## src/design/fpu_macros.svh

```systemverilog
// format widths, exponent bias and limits for the bfloat16 unit
// canonical quiet NaN
`ifndef FPU_MACROS_SVH
`define FPU_MACROS_SVH

// word layout: sign, exponent, fraction
`define FPU_WIDTH    16
`define FPU_EXP_W    8
`define FPU_FRAC_W   7

// exponent encoding
`define FPU_BIAS     127
`define FPU_EXP_MAX  255

// guard, round and sticky below the fraction
`define FPU_GRS_W    3

`define FPU_QNAN     16'h7fc0

`endif

```

## src/design/fpu_format_pkg.sv

```systemverilog
// number-format types for the bfloat16 datapath
// word, exponent and mantissa vectors plus the classified operand
`include "fpu_macros.svh"

package fpu_format_pkg;

	// raw word and its fields
	typedef logic [`FPU_WIDTH-1:0] fp_word_t;
	typedef logic [`FPU_EXP_W-1:0] fp_exp_t;

	// hidden bit on top of the fraction
	typedef logic [`FPU_FRAC_W:0] fp_mant_t;

	// working exponent, one carry bit and one sign bit on top
	typedef logic [`FPU_EXP_W+1:0] fp_wexp_t;

	// carry, hidden, fraction, guard/round/sticky
	typedef logic [`FPU_FRAC_W+`FPU_GRS_W+1:0] fp_wmant_t;

	// operand after split and classification
	typedef struct packed
	{
		logic     sign;
		fp_exp_t  exp;
		fp_mant_t mant;
		logic     is_zero;
		logic     is_inf;
		logic     is_nan;
	} fp_operand_t;

endpackage

```

## src/design/fpu_ctrl_pkg.sv

```systemverilog
// operation and rounding enums
// structs passed between the three pipeline stages
package fpu_ctrl_pkg;

	import fpu_format_pkg::*;

	typedef enum logic [2:0]
	{
		FPU_ADD = 3'd0,
		FPU_SUB = 3'd1,
		FPU_EQ  = 3'd2,
		FPU_LT  = 3'd3,
		FPU_LE  = 3'd4
	} fpu_op_t;

	typedef enum logic
	{
		RND_NEAREST = 1'b0,
		RND_TRUNC   = 1'b1
	} fpu_rnd_t;

	// request as seen on the top-level port
	typedef struct packed
	{
		fpu_op_t  op;
		fpu_rnd_t rnd;
		fp_word_t op1;
		fp_word_t op2;
	} fpu_req_t;

	// unpack -> execute
	typedef struct packed
	{
		fpu_op_t     op;
		fpu_rnd_t    rnd;
		fp_operand_t a;
		fp_operand_t b;
	} fpu_unp_t;

	// execute -> round
	typedef struct packed
	{
		logic      is_cmp;
		logic      cmp_bit;
		fpu_rnd_t  rnd;
		logic      sign;
		fp_wexp_t  exp;
		fp_wmant_t mant;
		// result already known, skips rounding
		logic      special;
		fp_word_t  special_word;
	} fpu_exe_t;

endpackage

```

## src/design/fpu_unpack.sv

```systemverilog
// first pipeline stage
// splits both operands and classifies them as zero, infinity or NaN
`include "fpu_macros.svh"

module fpu_unpack
	import fpu_format_pkg::*, fpu_ctrl_pkg::*;
(
	input  logic     clk,
	input  logic     rst,
	input  logic     in_valid_i,
	output logic     in_ready_o,
	input  fpu_req_t req_i,
	output logic     out_valid_o,
	input  logic     out_ready_i,
	output fpu_unp_t unp_o
);

	fp_operand_t op_a;
	fp_operand_t op_b;

	// split one word, subnormals read as zero
	function automatic fp_operand_t classify(input fp_word_t w);
		fp_operand_t o;
		fp_exp_t e;
		logic [`FPU_FRAC_W-1:0] f;
		e = w[`FPU_WIDTH-2 -: `FPU_EXP_W];
		f = w[`FPU_FRAC_W-1:0];
		o.sign    = w[`FPU_WIDTH-1];
		o.exp     = e;
		o.is_zero = (e == '0);
		o.is_inf  = (e == fp_exp_t'(`FPU_EXP_MAX)) && (f == '0);
		o.is_nan  = (e == fp_exp_t'(`FPU_EXP_MAX)) && (f != '0);
		// hidden bit only for normal numbers
		o.mant    = o.is_zero ? '0 : {1'b1, f};
		return o;
	endfunction

	assign op_a = classify(req_i.op1);
	assign op_b = classify(req_i.op2);

	////////////////////////////////////////////////////////////////////////////
	// stage register

	// empty, or the next stage takes our item this cycle
	assign in_ready_o = !out_valid_o || out_ready_i;

	always_ff @(posedge clk)
	begin
		if (rst)
			out_valid_o <= 1'b0;
		else if (in_ready_o)
			out_valid_o <= in_valid_i;
	end

	always_ff @(posedge clk)
	begin
		if (in_valid_i && in_ready_o)
			unp_o <= '{op: req_i.op, rnd: req_i.rnd, a: op_a, b: op_b};
	end

endmodule

```

## src/design/fpu_addsub.sv

```systemverilog
// add/subtract datapath
// alignment with sticky, signed mantissa add, leading-one normalization
`include "fpu_macros.svh"

module fpu_addsub
	import fpu_format_pkg::*;
(
	input  fp_operand_t a_i,
	input  fp_operand_t b_i,
	input  logic        subtract_i,
	output logic        sign_o,
	output fp_wexp_t    exp_o,
	output fp_wmant_t   mant_o,
	output logic        special_o,
	output fp_word_t    special_word_o
);

	// index of the hidden bit in the working mantissa
	localparam int TOP = `FPU_FRAC_W + `FPU_GRS_W;

	fp_operand_t b_eff;
	fp_operand_t big_op;
	fp_operand_t small_op;
	fp_exp_t     exp_diff;
	logic [TOP:0] sm_full;
	logic [TOP:0] sm_shift;
	logic         sticky;
	logic         eff_sub;
	fp_wmant_t    big_m;
	fp_wmant_t    sm_m;
	fp_wmant_t    sum;
	logic [3:0]   lz;
	logic         found;

	always_comb
	begin
		b_eff = b_i;
		b_eff.sign = b_i.sign ^ subtract_i;

		// larger magnitude goes first
		if ({a_i.exp, a_i.mant} >= {b_eff.exp, b_eff.mant})
		begin
			big_op   = a_i;
			small_op = b_eff;
		end
		else
		begin
			big_op   = b_eff;
			small_op = a_i;
		end
		exp_diff = big_op.exp - small_op.exp;

		// align, bits shifted out fold into sticky
		sm_full  = {small_op.mant, {`FPU_GRS_W{1'b0}}};
		sm_shift = sm_full >> exp_diff;
		sticky   = |(sm_full & ~({(TOP+1){1'b1}} << exp_diff));
		sm_shift[0] = sm_shift[0] | sticky;

		eff_sub = big_op.sign ^ small_op.sign;
		big_m   = {1'b0, big_op.mant, {`FPU_GRS_W{1'b0}}};
		sm_m    = {1'b0, sm_shift};
		sum     = eff_sub ? (big_m - sm_m) : (big_m + sm_m);

		// leading one below the carry bit
		lz    = '0;
		found = 1'b0;
		for (int i = TOP; i >= 0; i--)
		begin
			if (!found && sum[i])
			begin
				lz    = 4'(TOP - i);
				found = 1'b1;
			end
		end

		sign_o = big_op.sign;
		if (sum[TOP+1])
		begin
			mant_o = {1'b0, sum[TOP+1:2], sum[1] | sum[0]};
			exp_o  = fp_wexp_t'(big_op.exp) + fp_wexp_t'(1);
		end
		else
		begin
			mant_o = sum << lz;
			exp_o  = fp_wexp_t'(big_op.exp) - fp_wexp_t'(lz);
		end

		// NaN and infinity cases, then exact zero
		special_o      = 1'b1;
		special_word_o = '0;
		if (a_i.is_nan || b_eff.is_nan)
			special_word_o = `FPU_QNAN;
		else if (a_i.is_inf && b_eff.is_inf && (a_i.sign != b_eff.sign))
			special_word_o = `FPU_QNAN;
		else if (a_i.is_inf)
			special_word_o = {a_i.sign, fp_exp_t'(`FPU_EXP_MAX), {`FPU_FRAC_W{1'b0}}};
		else if (b_eff.is_inf)
			special_word_o = {b_eff.sign, fp_exp_t'(`FPU_EXP_MAX), {`FPU_FRAC_W{1'b0}}};
		else if (sum == '0)
			// -0 only when both inputs are -0
			special_word_o = {a_i.sign & b_eff.sign, {(`FPU_WIDTH-1){1'b0}}};
		else
			special_o = 1'b0;
	end

endmodule

```

## src/design/fpu_cmp.sv

```systemverilog
// ordered comparison for EQ, LT and LE
// +0 equals -0, any NaN gives false
module fpu_cmp
	import fpu_format_pkg::*, fpu_ctrl_pkg::*;
(
	input  fp_operand_t a_i,
	input  fp_operand_t b_i,
	input  fpu_op_t     op_i,
	output logic        cmp_o
);

	logic both_zero;
	logic mag_lt;
	logic mag_gt;
	logic eq;
	logic lt;

	assign both_zero = a_i.is_zero && b_i.is_zero;
	assign mag_lt    = {a_i.exp, a_i.mant} < {b_i.exp, b_i.mant};
	assign mag_gt    = {b_i.exp, b_i.mant} < {a_i.exp, a_i.mant};

	assign eq = both_zero || ({a_i.sign, a_i.exp, a_i.mant} == {b_i.sign, b_i.exp, b_i.mant});

	// sign first, then magnitude, reversed for negatives
	assign lt = both_zero ? 1'b0 :
		(a_i.sign != b_i.sign) ? a_i.sign :
		a_i.sign ? mag_gt : mag_lt;

	always_comb
	begin
		cmp_o = 1'b0;
		if (!a_i.is_nan && !b_i.is_nan)
		begin
			case (op_i)
				FPU_EQ:  cmp_o = eq;
				FPU_LT:  cmp_o = lt;
				FPU_LE:  cmp_o = lt || eq;
				default: cmp_o = 1'b0;
			endcase
		end
	end

endmodule

```

## src/design/fpu_execute.sv

```systemverilog
// second pipeline stage
// add/sub and compare datapaths with the stage register
module fpu_execute
	import fpu_format_pkg::*, fpu_ctrl_pkg::*;
(
	input  logic     clk,
	input  logic     rst,
	input  logic     in_valid_i,
	output logic     in_ready_o,
	input  fpu_unp_t unp_i,
	output logic     out_valid_o,
	input  logic     out_ready_i,
	output fpu_exe_t exe_o
);

	logic      as_sign;
	fp_wexp_t  as_exp;
	fp_wmant_t as_mant;
	logic      as_special;
	fp_word_t  as_special_word;
	logic      cmp_bit;
	logic      is_cmp;
	fpu_exe_t  exe_d;

	fpu_addsub u_addsub (
		.a_i            (unp_i.a),
		.b_i            (unp_i.b),
		.subtract_i     (unp_i.op == FPU_SUB),
		.sign_o         (as_sign),
		.exp_o          (as_exp),
		.mant_o         (as_mant),
		.special_o      (as_special),
		.special_word_o (as_special_word)
	);

	fpu_cmp u_cmp (
		.a_i   (unp_i.a),
		.b_i   (unp_i.b),
		.op_i  (unp_i.op),
		.cmp_o (cmp_bit)
	);

	assign is_cmp = unp_i.op inside {FPU_EQ, FPU_LT, FPU_LE};

	// compares bypass rounding entirely
	assign exe_d = '{is_cmp: is_cmp, cmp_bit: cmp_bit, rnd: unp_i.rnd,
		sign: as_sign, exp: as_exp, mant: as_mant,
		special: !is_cmp && as_special, special_word: as_special_word};

	////////////////////////////////////////////////////////////////////////////
	// stage register

	assign in_ready_o = !out_valid_o || out_ready_i;

	always_ff @(posedge clk)
	begin
		if (rst)
			out_valid_o <= 1'b0;
		else if (in_ready_o)
			out_valid_o <= in_valid_i;
	end

	always_ff @(posedge clk)
	begin
		if (in_valid_i && in_ready_o)
			exe_o <= exe_d;
	end

endmodule

```

## src/design/fpu_round.sv

```systemverilog
// third pipeline stage
// rounding, overflow and underflow, result select and output register
`include "fpu_macros.svh"

module fpu_round
	import fpu_format_pkg::*, fpu_ctrl_pkg::*;
(
	input  logic     clk,
	input  logic     rst,
	input  logic     in_valid_i,
	output logic     in_ready_o,
	input  fpu_exe_t exe_i,
	output logic     out_valid_o,
	input  logic     out_ready_i,
	output fp_word_t res_o
);

	// largest finite biased exponent is twice the bias
	localparam fp_exp_t EXP_MAXFIN = fp_exp_t'(2 * `FPU_BIAS);
	localparam int      TOP        = `FPU_FRAC_W + `FPU_GRS_W;

	logic                  round_up;
	logic [`FPU_FRAC_W+1:0] rounded;
	fp_wexp_t              exp_r;
	logic                  overflow;
	logic                  underflow;
	fp_word_t              word;

	// nearest even: guard and (round | sticky | lsb)
	assign round_up = (exe_i.rnd == RND_NEAREST) && exe_i.mant[`FPU_GRS_W-1]
		&& (exe_i.mant[1] || exe_i.mant[0] || exe_i.mant[`FPU_GRS_W]);

	assign rounded = {1'b0, exe_i.mant[TOP -: `FPU_FRAC_W+1]}
		+ {{(`FPU_FRAC_W+1){1'b0}}, round_up};

	// carry out of rounding bumps the exponent, fraction bits are zero then
	assign exp_r = exe_i.exp + fp_wexp_t'(rounded[`FPU_FRAC_W+1]);

	assign overflow  = !exp_r[`FPU_EXP_W+1] && (exp_r >= fp_wexp_t'(`FPU_EXP_MAX));
	assign underflow = exp_r[`FPU_EXP_W+1] || (exp_r == '0);

	always_comb
	begin
		if (exe_i.is_cmp)
			word = fp_word_t'(exe_i.cmp_bit);
		else if (exe_i.special)
			word = exe_i.special_word;
		else if (overflow && (exe_i.rnd == RND_NEAREST))
			word = {exe_i.sign, fp_exp_t'(`FPU_EXP_MAX), {`FPU_FRAC_W{1'b0}}};
		else if (overflow)
			word = {exe_i.sign, EXP_MAXFIN, {`FPU_FRAC_W{1'b1}}};
		else if (underflow)
			word = {exe_i.sign, {(`FPU_WIDTH-1){1'b0}}};
		else
			word = {exe_i.sign, exp_r[`FPU_EXP_W-1:0], rounded[`FPU_FRAC_W-1:0]};
	end

	////////////////////////////////////////////////////////////////////////////
	// output register

	assign in_ready_o = !out_valid_o || out_ready_i;

	always_ff @(posedge clk)
	begin
		if (rst)
			out_valid_o <= 1'b0;
		else if (in_ready_o)
			out_valid_o <= in_valid_i;
	end

	always_ff @(posedge clk)
	begin
		if (in_valid_i && in_ready_o)
			res_o <= word;
	end

endmodule

```

## src/design/fpu_top.sv

```systemverilog
// bfloat16 FPU top level
// unpack, execute and round stages chained by valid/ready
module fpu_top
	import fpu_format_pkg::*, fpu_ctrl_pkg::*;
(
	input  logic     clk,
	input  logic     rst,
	input  logic     req_valid_i,
	output logic     req_ready_o,
	input  fpu_req_t req_i,
	output logic     res_valid_o,
	input  logic     res_ready_i,
	output fp_word_t res_o
);

	logic     unp_valid;
	logic     unp_ready;
	fpu_unp_t unp;
	logic     exe_valid;
	logic     exe_ready;
	fpu_exe_t exe;

	fpu_unpack u_unpack (
		.clk         (clk),
		.rst         (rst),
		.in_valid_i  (req_valid_i),
		.in_ready_o  (req_ready_o),
		.req_i       (req_i),
		.out_valid_o (unp_valid),
		.out_ready_i (unp_ready),
		.unp_o       (unp)
	);

	fpu_execute u_execute (
		.clk         (clk),
		.rst         (rst),
		.in_valid_i  (unp_valid),
		.in_ready_o  (unp_ready),
		.unp_i       (unp),
		.out_valid_o (exe_valid),
		.out_ready_i (exe_ready),
		.exe_o       (exe)
	);

	fpu_round u_round (
		.clk         (clk),
		.rst         (rst),
		.in_valid_i  (exe_valid),
		.in_ready_o  (exe_ready),
		.exe_i       (exe),
		.out_valid_o (res_valid_o),
		.out_ready_i (res_ready_i),
		.res_o       (res_o)
	);

endmodule

```

## config.mk

```make
export PLATFORM = sky130hd
export DESIGN_NAME = fpu_top
export DESIGN_NICKNAME = d
export VERILOG_FILES = /design/src/design/fpu_format_pkg.sv /design/src/design/fpu_ctrl_pkg.sv /design/src/design/fpu_unpack.sv /design/src/design/fpu_addsub.sv /design/src/design/fpu_cmp.sv /design/src/design/fpu_execute.sv /design/src/design/fpu_round.sv /design/src/design/fpu_top.sv
export VERILOG_INCLUDE_DIRS = /design/src /design/src/design
export SDC_FILE = /design/constraint.sdc
export NUM_CORES = 1
export LEC_CHECK = 0
export CAP_MARGIN = 20
export CORE_ASPECT_RATIO = 0.8
export CORE_MARGIN = 2
export CORE_UTILIZATION = 30
export DETAILED_ROUTE_END_ITERATION = 16
export DONT_BUFFER_PORTS = 1
export PLACE_DENSITY = 0.47
export SYNTH_ARGS = -nofsm -noshare
export SYNTH_HDL_FRONTEND = slang
export SYNTH_SLANG_ARGS = --single-unit
```

## constraint.sdc

```tcl
create_clock -name clk -period 11.8 [get_ports clk]
set_input_delay 1.18 -clock clk [delete_from_list [all_inputs] [get_ports clk]]
set_output_delay 1.18 -clock clk [all_outputs]
set_load 0.01 [all_outputs]
```

# == After elaboration in Yosys (flattened, before gate mapping) ==
# Index checks and enable logic that the tools add are counted.
# W data, S select, Z words.
# word_totals
regBits,105
in_bits,40
# classes
n_addsub,7
magnitude_cmp,4
n_eq_ne,9
shift,3
mux,44
n_bitwise,8
n_reduce_logical,64
# ops
op,count
$mux W16,4
$mux W15,3
$mux W20,2
$mux W4,9
$lt A16 B16 Y1,2
$logic_and A1 B1 Y1,26
$mux W1,20
$mux W10,2
$eq A17 B17 Y1,1
$logic_not A1 Y1,17
$eq A8 B8 Y1 const B,2
$ge A16 B16 Y1,1
$logic_not A8 Y1,2
$mux W8,2
$logic_not A7 Y1,2
$reduce_bool A7 Y1,2
$add A11 B11 Y12,1
$logic_not A12 Y1,1
$mux W12,1
$shl A12 B4 Y11,1
$sub A11 B11 Y12,1
$and A11 B11 Y11,1
$not A11 Y11,1
$reduce_or A11 Y1,1
22 further kinds,34

# == Longest topological paths before layout ==
# depth
ltp_word,44
depth_mapped,47
ltp_nobuf,43

# == By module ==
# A second synthesis with hierarchy kept.
# hier_totals
hier_cells,972
hier_area_um2,9282.7
# modules_own_cells
mod,n_inst,cells_each,area_per_inst_um2,seq_area_each_um2
fpu_addsub,1,618,4327.9,0.0
fpu_unpack,1,87,1660.3,1341.3
fpu_round,1,143,1417.6,500.5
fpu_execute,1,53,1365.1,1311.3
fpu_cmp,1,71,511.7,0.0

# == Worst setup path after synthesis ==
# No wires, ideal clock.
# synth_path
path_type,flip-flop to flip-flop
from,reg u_unpack.unp_o[35] in the netlist's numbering
to,"reg u_execute.exe_o[37] in the netlist's numbering, data pin"
setup_time_ns,0.256
t_arrival_ns,8.039
required_ns,11.544
path_slack_ns,3.505
stages_incl_launch_ff,42
path_cell_list,edfxtp_1 ha_1 buf_4 nand4_2 or3_4 a31o_2 nand3_4 buf_2 buf_1 mux2i_1 ha_1 nand2_1 a31oi_1 or2_2 o311a_1 or2_0 o311ai_1 o211a_1 [... 6 more ...] fa_1 o21bai_1 a21oi_1 or2_2 o21ai_0 o21ai_0 a311oi_1 nand2_1 a221oi_4 a31oi_4 ha_1 fa_1 inv_1 a21o_1 a21oi_1 nand4_1 nor3_1 a31o_2
# synth_via
elab_chain_cells,43
word_cells_on_any_way,57
classes_between,add/sub: 5; order compare: 1; shift: 2; mux: 24; bitwise: 4; reduce/logical: 21
# synth_rtl
element,line_no,rtl
from (decl),fpu_unpack.sv:15,output fpu_unp_t unp_o
from (signal assigned),fpu_unpack.sv:58,"unp_o <= '{op: req_i.op, rnd: req_i.rnd, a: op_a, b: op_b};"
$ge A16 B16 Y1,fpu_addsub.sv:41,"if ({a_i.exp, a_i.mant} >= {b_eff.exp, b_eff.mant})"
$mux W20,fpu_addsub.sv:41,
$sub A8 B8 Y8,fpu_addsub.sv:51,exp_diff = big_op.exp - small_op.exp;
$shl A11 B8 Y11,fpu_addsub.sv:56,sticky = |(sm_full & ~({(TOP+1){1'b1}} << exp_diff));
$not A11 Y11,fpu_addsub.sv:56,
$and A11 B11 Y11,fpu_addsub.sv:56,
$reduce_or A11 Y1,fpu_addsub.sv:56,
$or A1 B1 Y1,fpu_addsub.sv:57,sm_shift[0] = sm_shift[0] | sticky;
[... 28 more ...],--,
$logic_and A1 B1 Y1,fpu_addsub.sv:69,if (!found && sum[i])
$mux W1,fpu_addsub.sv:69,
$logic_not A1 Y1,fpu_addsub.sv:69,
$logic_and A1 B1 Y1,fpu_addsub.sv:69,
$mux W4,fpu_addsub.sv:69,
$sub A8 B4 Y9,fpu_addsub.sv:85,exp_o = fp_wexp_t'(big_op.exp) - fp_wexp_t'(lz);
$mux W10 (*),fpu_addsub.sv:77,if (sum[TOP+1])
net u_execute.as_exp[8],fpu_execute.sv:17,fp_wexp_t as_exp;
to (signal assigned),fpu_execute.sv:66,exe_o <= exe_d;
to (decl),fpu_execute.sv:13,output fpu_exe_t exe_o
# The timed path passes the listed nets; every way through them passes the cells marked *.
# A chain may end at the register's enable or synchronous reset.

# == Worst setup path after layout ==
# layout_path
from,reg u_unpack.unp_o[31] in the netlist's numbering
to,"reg u_execute.exe_o[36] in the netlist's numbering, data pin"
# The elaborated chain is that of the path after synthesis.

==> results by group <==
Status
  – Status: complete, no violations

Power and ir drop
  – Total chip power: 1.510 mW
  – Lkg Pwr: 3.157 nW
  – Worst vdd rail ir drop: 0.09170 mV
  – Pwr dens: 176.3 mW/mm²

Floorplan
  – Die Width: 185.7 µm
  – Die area: 0.02773 mm²
  – Die H: 149.3 µm
  – # IOs: 58
  – Std-Cell Rows: 53
  – Initial Util: 30.32%
  – Core area: 0.02613 mm²

Timing
  – Minimum clock period: 9942 ps
  – RSZ-0062 raised after global routing: no
  – Post-Route Setup TNS: 0 ps
  – Max transition margin: 31.92%
  – Max-slew violations: 0
  – Clk_skew: 8.178 ps
  – Crit share post-route: 84.25%
  – F_max: 100.6 MHz
  – Post-route setup slack: 1858 ps
  – Final Hold Vio Count: 0
  – Slew @ Worst Pin: 992.8 ps
  – Setup violations, final: 0

Logic synthesis
  – Mapped cell area: 0.007921 mm²
  – Unique masters post-synth: 99
  – Seq/Total Area, Yosys: 34.50%
  – Yosys warnings: 0
  – Yosys reg bits: 92
  – Post-synth ARST share: 0%
  – Primary FF master, synth: edfxtp_1
  – Syn Nets: 942
  – Synth Area per Inst: 9.243 µm²
  – Gate Count Post-Synth: 857
  – EDFF count, synth: 89

Worst setup path
  – Register-to-Register Path Depth: 38
  – Crit-path slowest cell: ha_1
  – Req. time, crit path: 11870 ps
  – Crit path to: u_execute.exe_o[36]
  – Worst setup startpoint: u_unpack.unp_o[31]
  – Slowest stage delay, CP: 780 ps
  – Kind of critical path: flip-flop to flip-flop
  – Reg2Reg Setup Slack: 1860 ps
  – Worst-path maximum fanout: 35
  – Critical R2R Launch: u_unpack.unp_o[31]
  – Worst R2R End: u_execute.exe_o[36]
  – Critical Path AT: 10020 ps
  – Nature of the critical path startpoint: flip-flop
  – Setup crit end kind: flip-flop

Route
  – DR pass1 iterations: 7
  – Final ANT Viol Nets: 0
  – Routed WL: 21.03 mm
  – First DRT Iteration DRCs: 617
  – DR WL/cell: 17.47 µm
  – Vias/cell: 5.415
  – Total number of vias: 6520
  – DRC Markers: 0

CTS
  – CTS Hold Bufs: 0
  – CTS tree: done
  – Clock tree buffer depth: 2
  – H-tree depth: 3
  – CTS root buffer: clkbuf_16
  – Clock slew at reported path FFs: 70 ps
  – Post-cts sizing count: 0
  – CTS sink cnt: 92
  – CTS Buf Count: 9
  – Clock latency on the worst-skew pair: 350 ps
  – Post-CTS Repair Setup Buffers: 0

Job
  – Max-cap violation count: 0

Global route
  – Largest net degree at the start of global routing: 45
  – First-pass GRT wire length: 33.87 mm
  – Met2 GRT Util: 21.21%
  – GR met3 Demand/Resource: 2.734%
  – Tot GR Track Use: 15.73%
  – GRT met1 Usage: 25.48%
  – Global route total overflow: 0
  – Vias in the first global route: 6139
  – Antenna violations before repair: 0
  – GRT Max-Usage Layer: met1

Cells and area
  – Layout cells sized above 1: 8.855%
  – Commonest non-fill, non-tap cells in the layout: edfxtp_1 (89), nand2_1 (79), a21oi_1 (60), inv_1 (55), nor2_1 (55)
  – Commonest non-fill, non-tap cell in the layout: edfxtp_1
  – Area growth syn-to-layout: 8.119%
  – Layout Nets: 927
  – Ant. Diodes: 0

Placement
  – Placer Congestion: 0.8567
  – Port Buf Inserts: 0
  – Hpwl dp: 16.72 mm
  – Place WS: 1988 ps

Hold path
  – Worst Hold Class: flip-flop to flip-flop
area by class of cell:
class | count | area, µm²
Fill cell | 2776 | 17560
Inverter | 58 | 217.7
Timing Repair Buffer | 7 | 52.55
Sequential cell | 92 | 2733
Multi-Input combinational cell | 674 | 4837
Clock inverter | 6 | 48.80
Tap cell | 357 | 446.7
Clock buffer | 10 | 229.0
cells in the mapped netlist (4+ instances only):
cell type / instances / area share (%)
o21a_1: 7 / 0.66
xor2_1: 15 / 1.7
o22ai_1: 6 / 0.47
o311ai_0: 4 / 0.44
or4_1: 4 / 0.38
o31ai_1: 9 / 0.85
nand2b_1: 9 / 0.71
nand2_1: 79 / 3.7
o21bai_1: 4 / 0.38
nand3_1: 34 / 2.1
a211o_1: 6 / 0.66
mux2i_1: 32 / 4.0
nand3b_1: 7 / 0.66
a21oi_1: 60 / 3.8
and3_1: 9 / 0.71
mux4_2: 4 / 1.1
and2_1: 24 / 1.9
xnor2_1: 19 / 2.1
nor4_1: 16 / 1.3
o211ai_1: 8 / 0.76
nor2b_1: 12 / 0.95
nor3_1: 22 / 1.4
nor2_1: 55 / 2.6
nand4_1: 16 / 1.3
clkbuf_1: 16 / 0.76
a22oi_1: 4 / 0.38
or3_1: 9 / 0.71
edfxtp_1: 89 / 34
ha_1: 43 / 6.8
o21ai_0: 44 / 2.8
o21ai_1: 4 / 0.25
a21o_1: 7 / 0.66
a31oi_1: 7 / 0.55
buf_1: 4 / 0.19
a221oi_1: 6 / 0.66
inv_1: 55 / 2.6
buf_2: 8 / 0.51
cells by family after synthesis:
group	after synthesis	share of synthesized area, %
buf+inv	91	4.770
simple gates	319	21.51
flops	92	34.50
mux	42	6.144
compound gates	233	21.81
xor+xnor	35	3.965
fa+ha+maj	45	7.297
metrics by stage:
| step | hold slack [ps] | utilization, % | cells | instance area, µm² |
|---|---|---|---|---|
| final | 420.3 | 32.78 | 1204 | 8564 |
| after floorplan | 400.3 | - | 857 | 7921 |
| after global routing | 423.2 | 32.78 | 1204 | 8564 |
| after CTS | 423.6 | 32.78 | 1204 | 8564 |
| after detailed placement | 407.1 | 31.72 | 1188 | 8287 |
| after global placement | 407.2 | 31.72 | 1188 | 8287 |
per-layer routing:
| layer | up-vias | share of wire, % | wire length, µm |
|---|---|---|---|
| li1 | 3214 | - | - |
| met1 | 3112 | 55 | 11640 |
| met2 | 177 | 39 | 8157 |
| met3 | 17 | 4.9 | 1021 |
| met4 | 0 | 1.0 | 214 |
| met5 | - | 0 | 0 |
sequential cells by signal (all words and copies together), names as in the netlist:
signal,cells
u_execute.exe_o,29
u_execute.out_valid_o,1
u_round.out_valid_o,1
u_round.res_o,16
u_unpack.out_valid_o,1
u_unpack.unp_o,44
power by group:
group | leakage [nW] | switching, mW | internal [mW] | total [mW]
Combinational | 2.17 | 0.500 | 0.295 | 0.794
Clock | 0.131 | 0.127 | 0.145 | 0.272
Sequential | 0.861 | 0.0297 | 0.414 | 0.444
worst max-delay path: cells and delay by family, from the launching register on:
family / cells / cell delay [ps]
AOI/OAI and AO/OA: 16 / 3340
xor gates and xnor gates: 2 / 600
adders and majority gates: 4 / 1660
buffers and inverters: 2 / 340
DFF: 1 / 430
muxes: 1 / 140
and+or+nand+nor: 13 / 3120
how the worst min path moves through the flow:
stage,slack [ps],startpoint,endpoint,depth (start not counted)
3_3_place_gp,410,u_unpack.unp_o[40],u_execute.exe_o[40],0
2_1_floorplan,400,u_unpack.unp_o[40],u_execute.exe_o[40],0
4_1_cts,420,u_unpack.unp_o[40],u_execute.exe_o[40],0
3_5_place_dp,410,u_unpack.unp_o[40],u_execute.exe_o[40],0
5_1_grt,420,u_unpack.unp_o[40],u_execute.exe_o[40],0
6_report,420,u_unpack.unp_o[40],u_execute.exe_o[40],0
(Power assumes the default switching activity.)
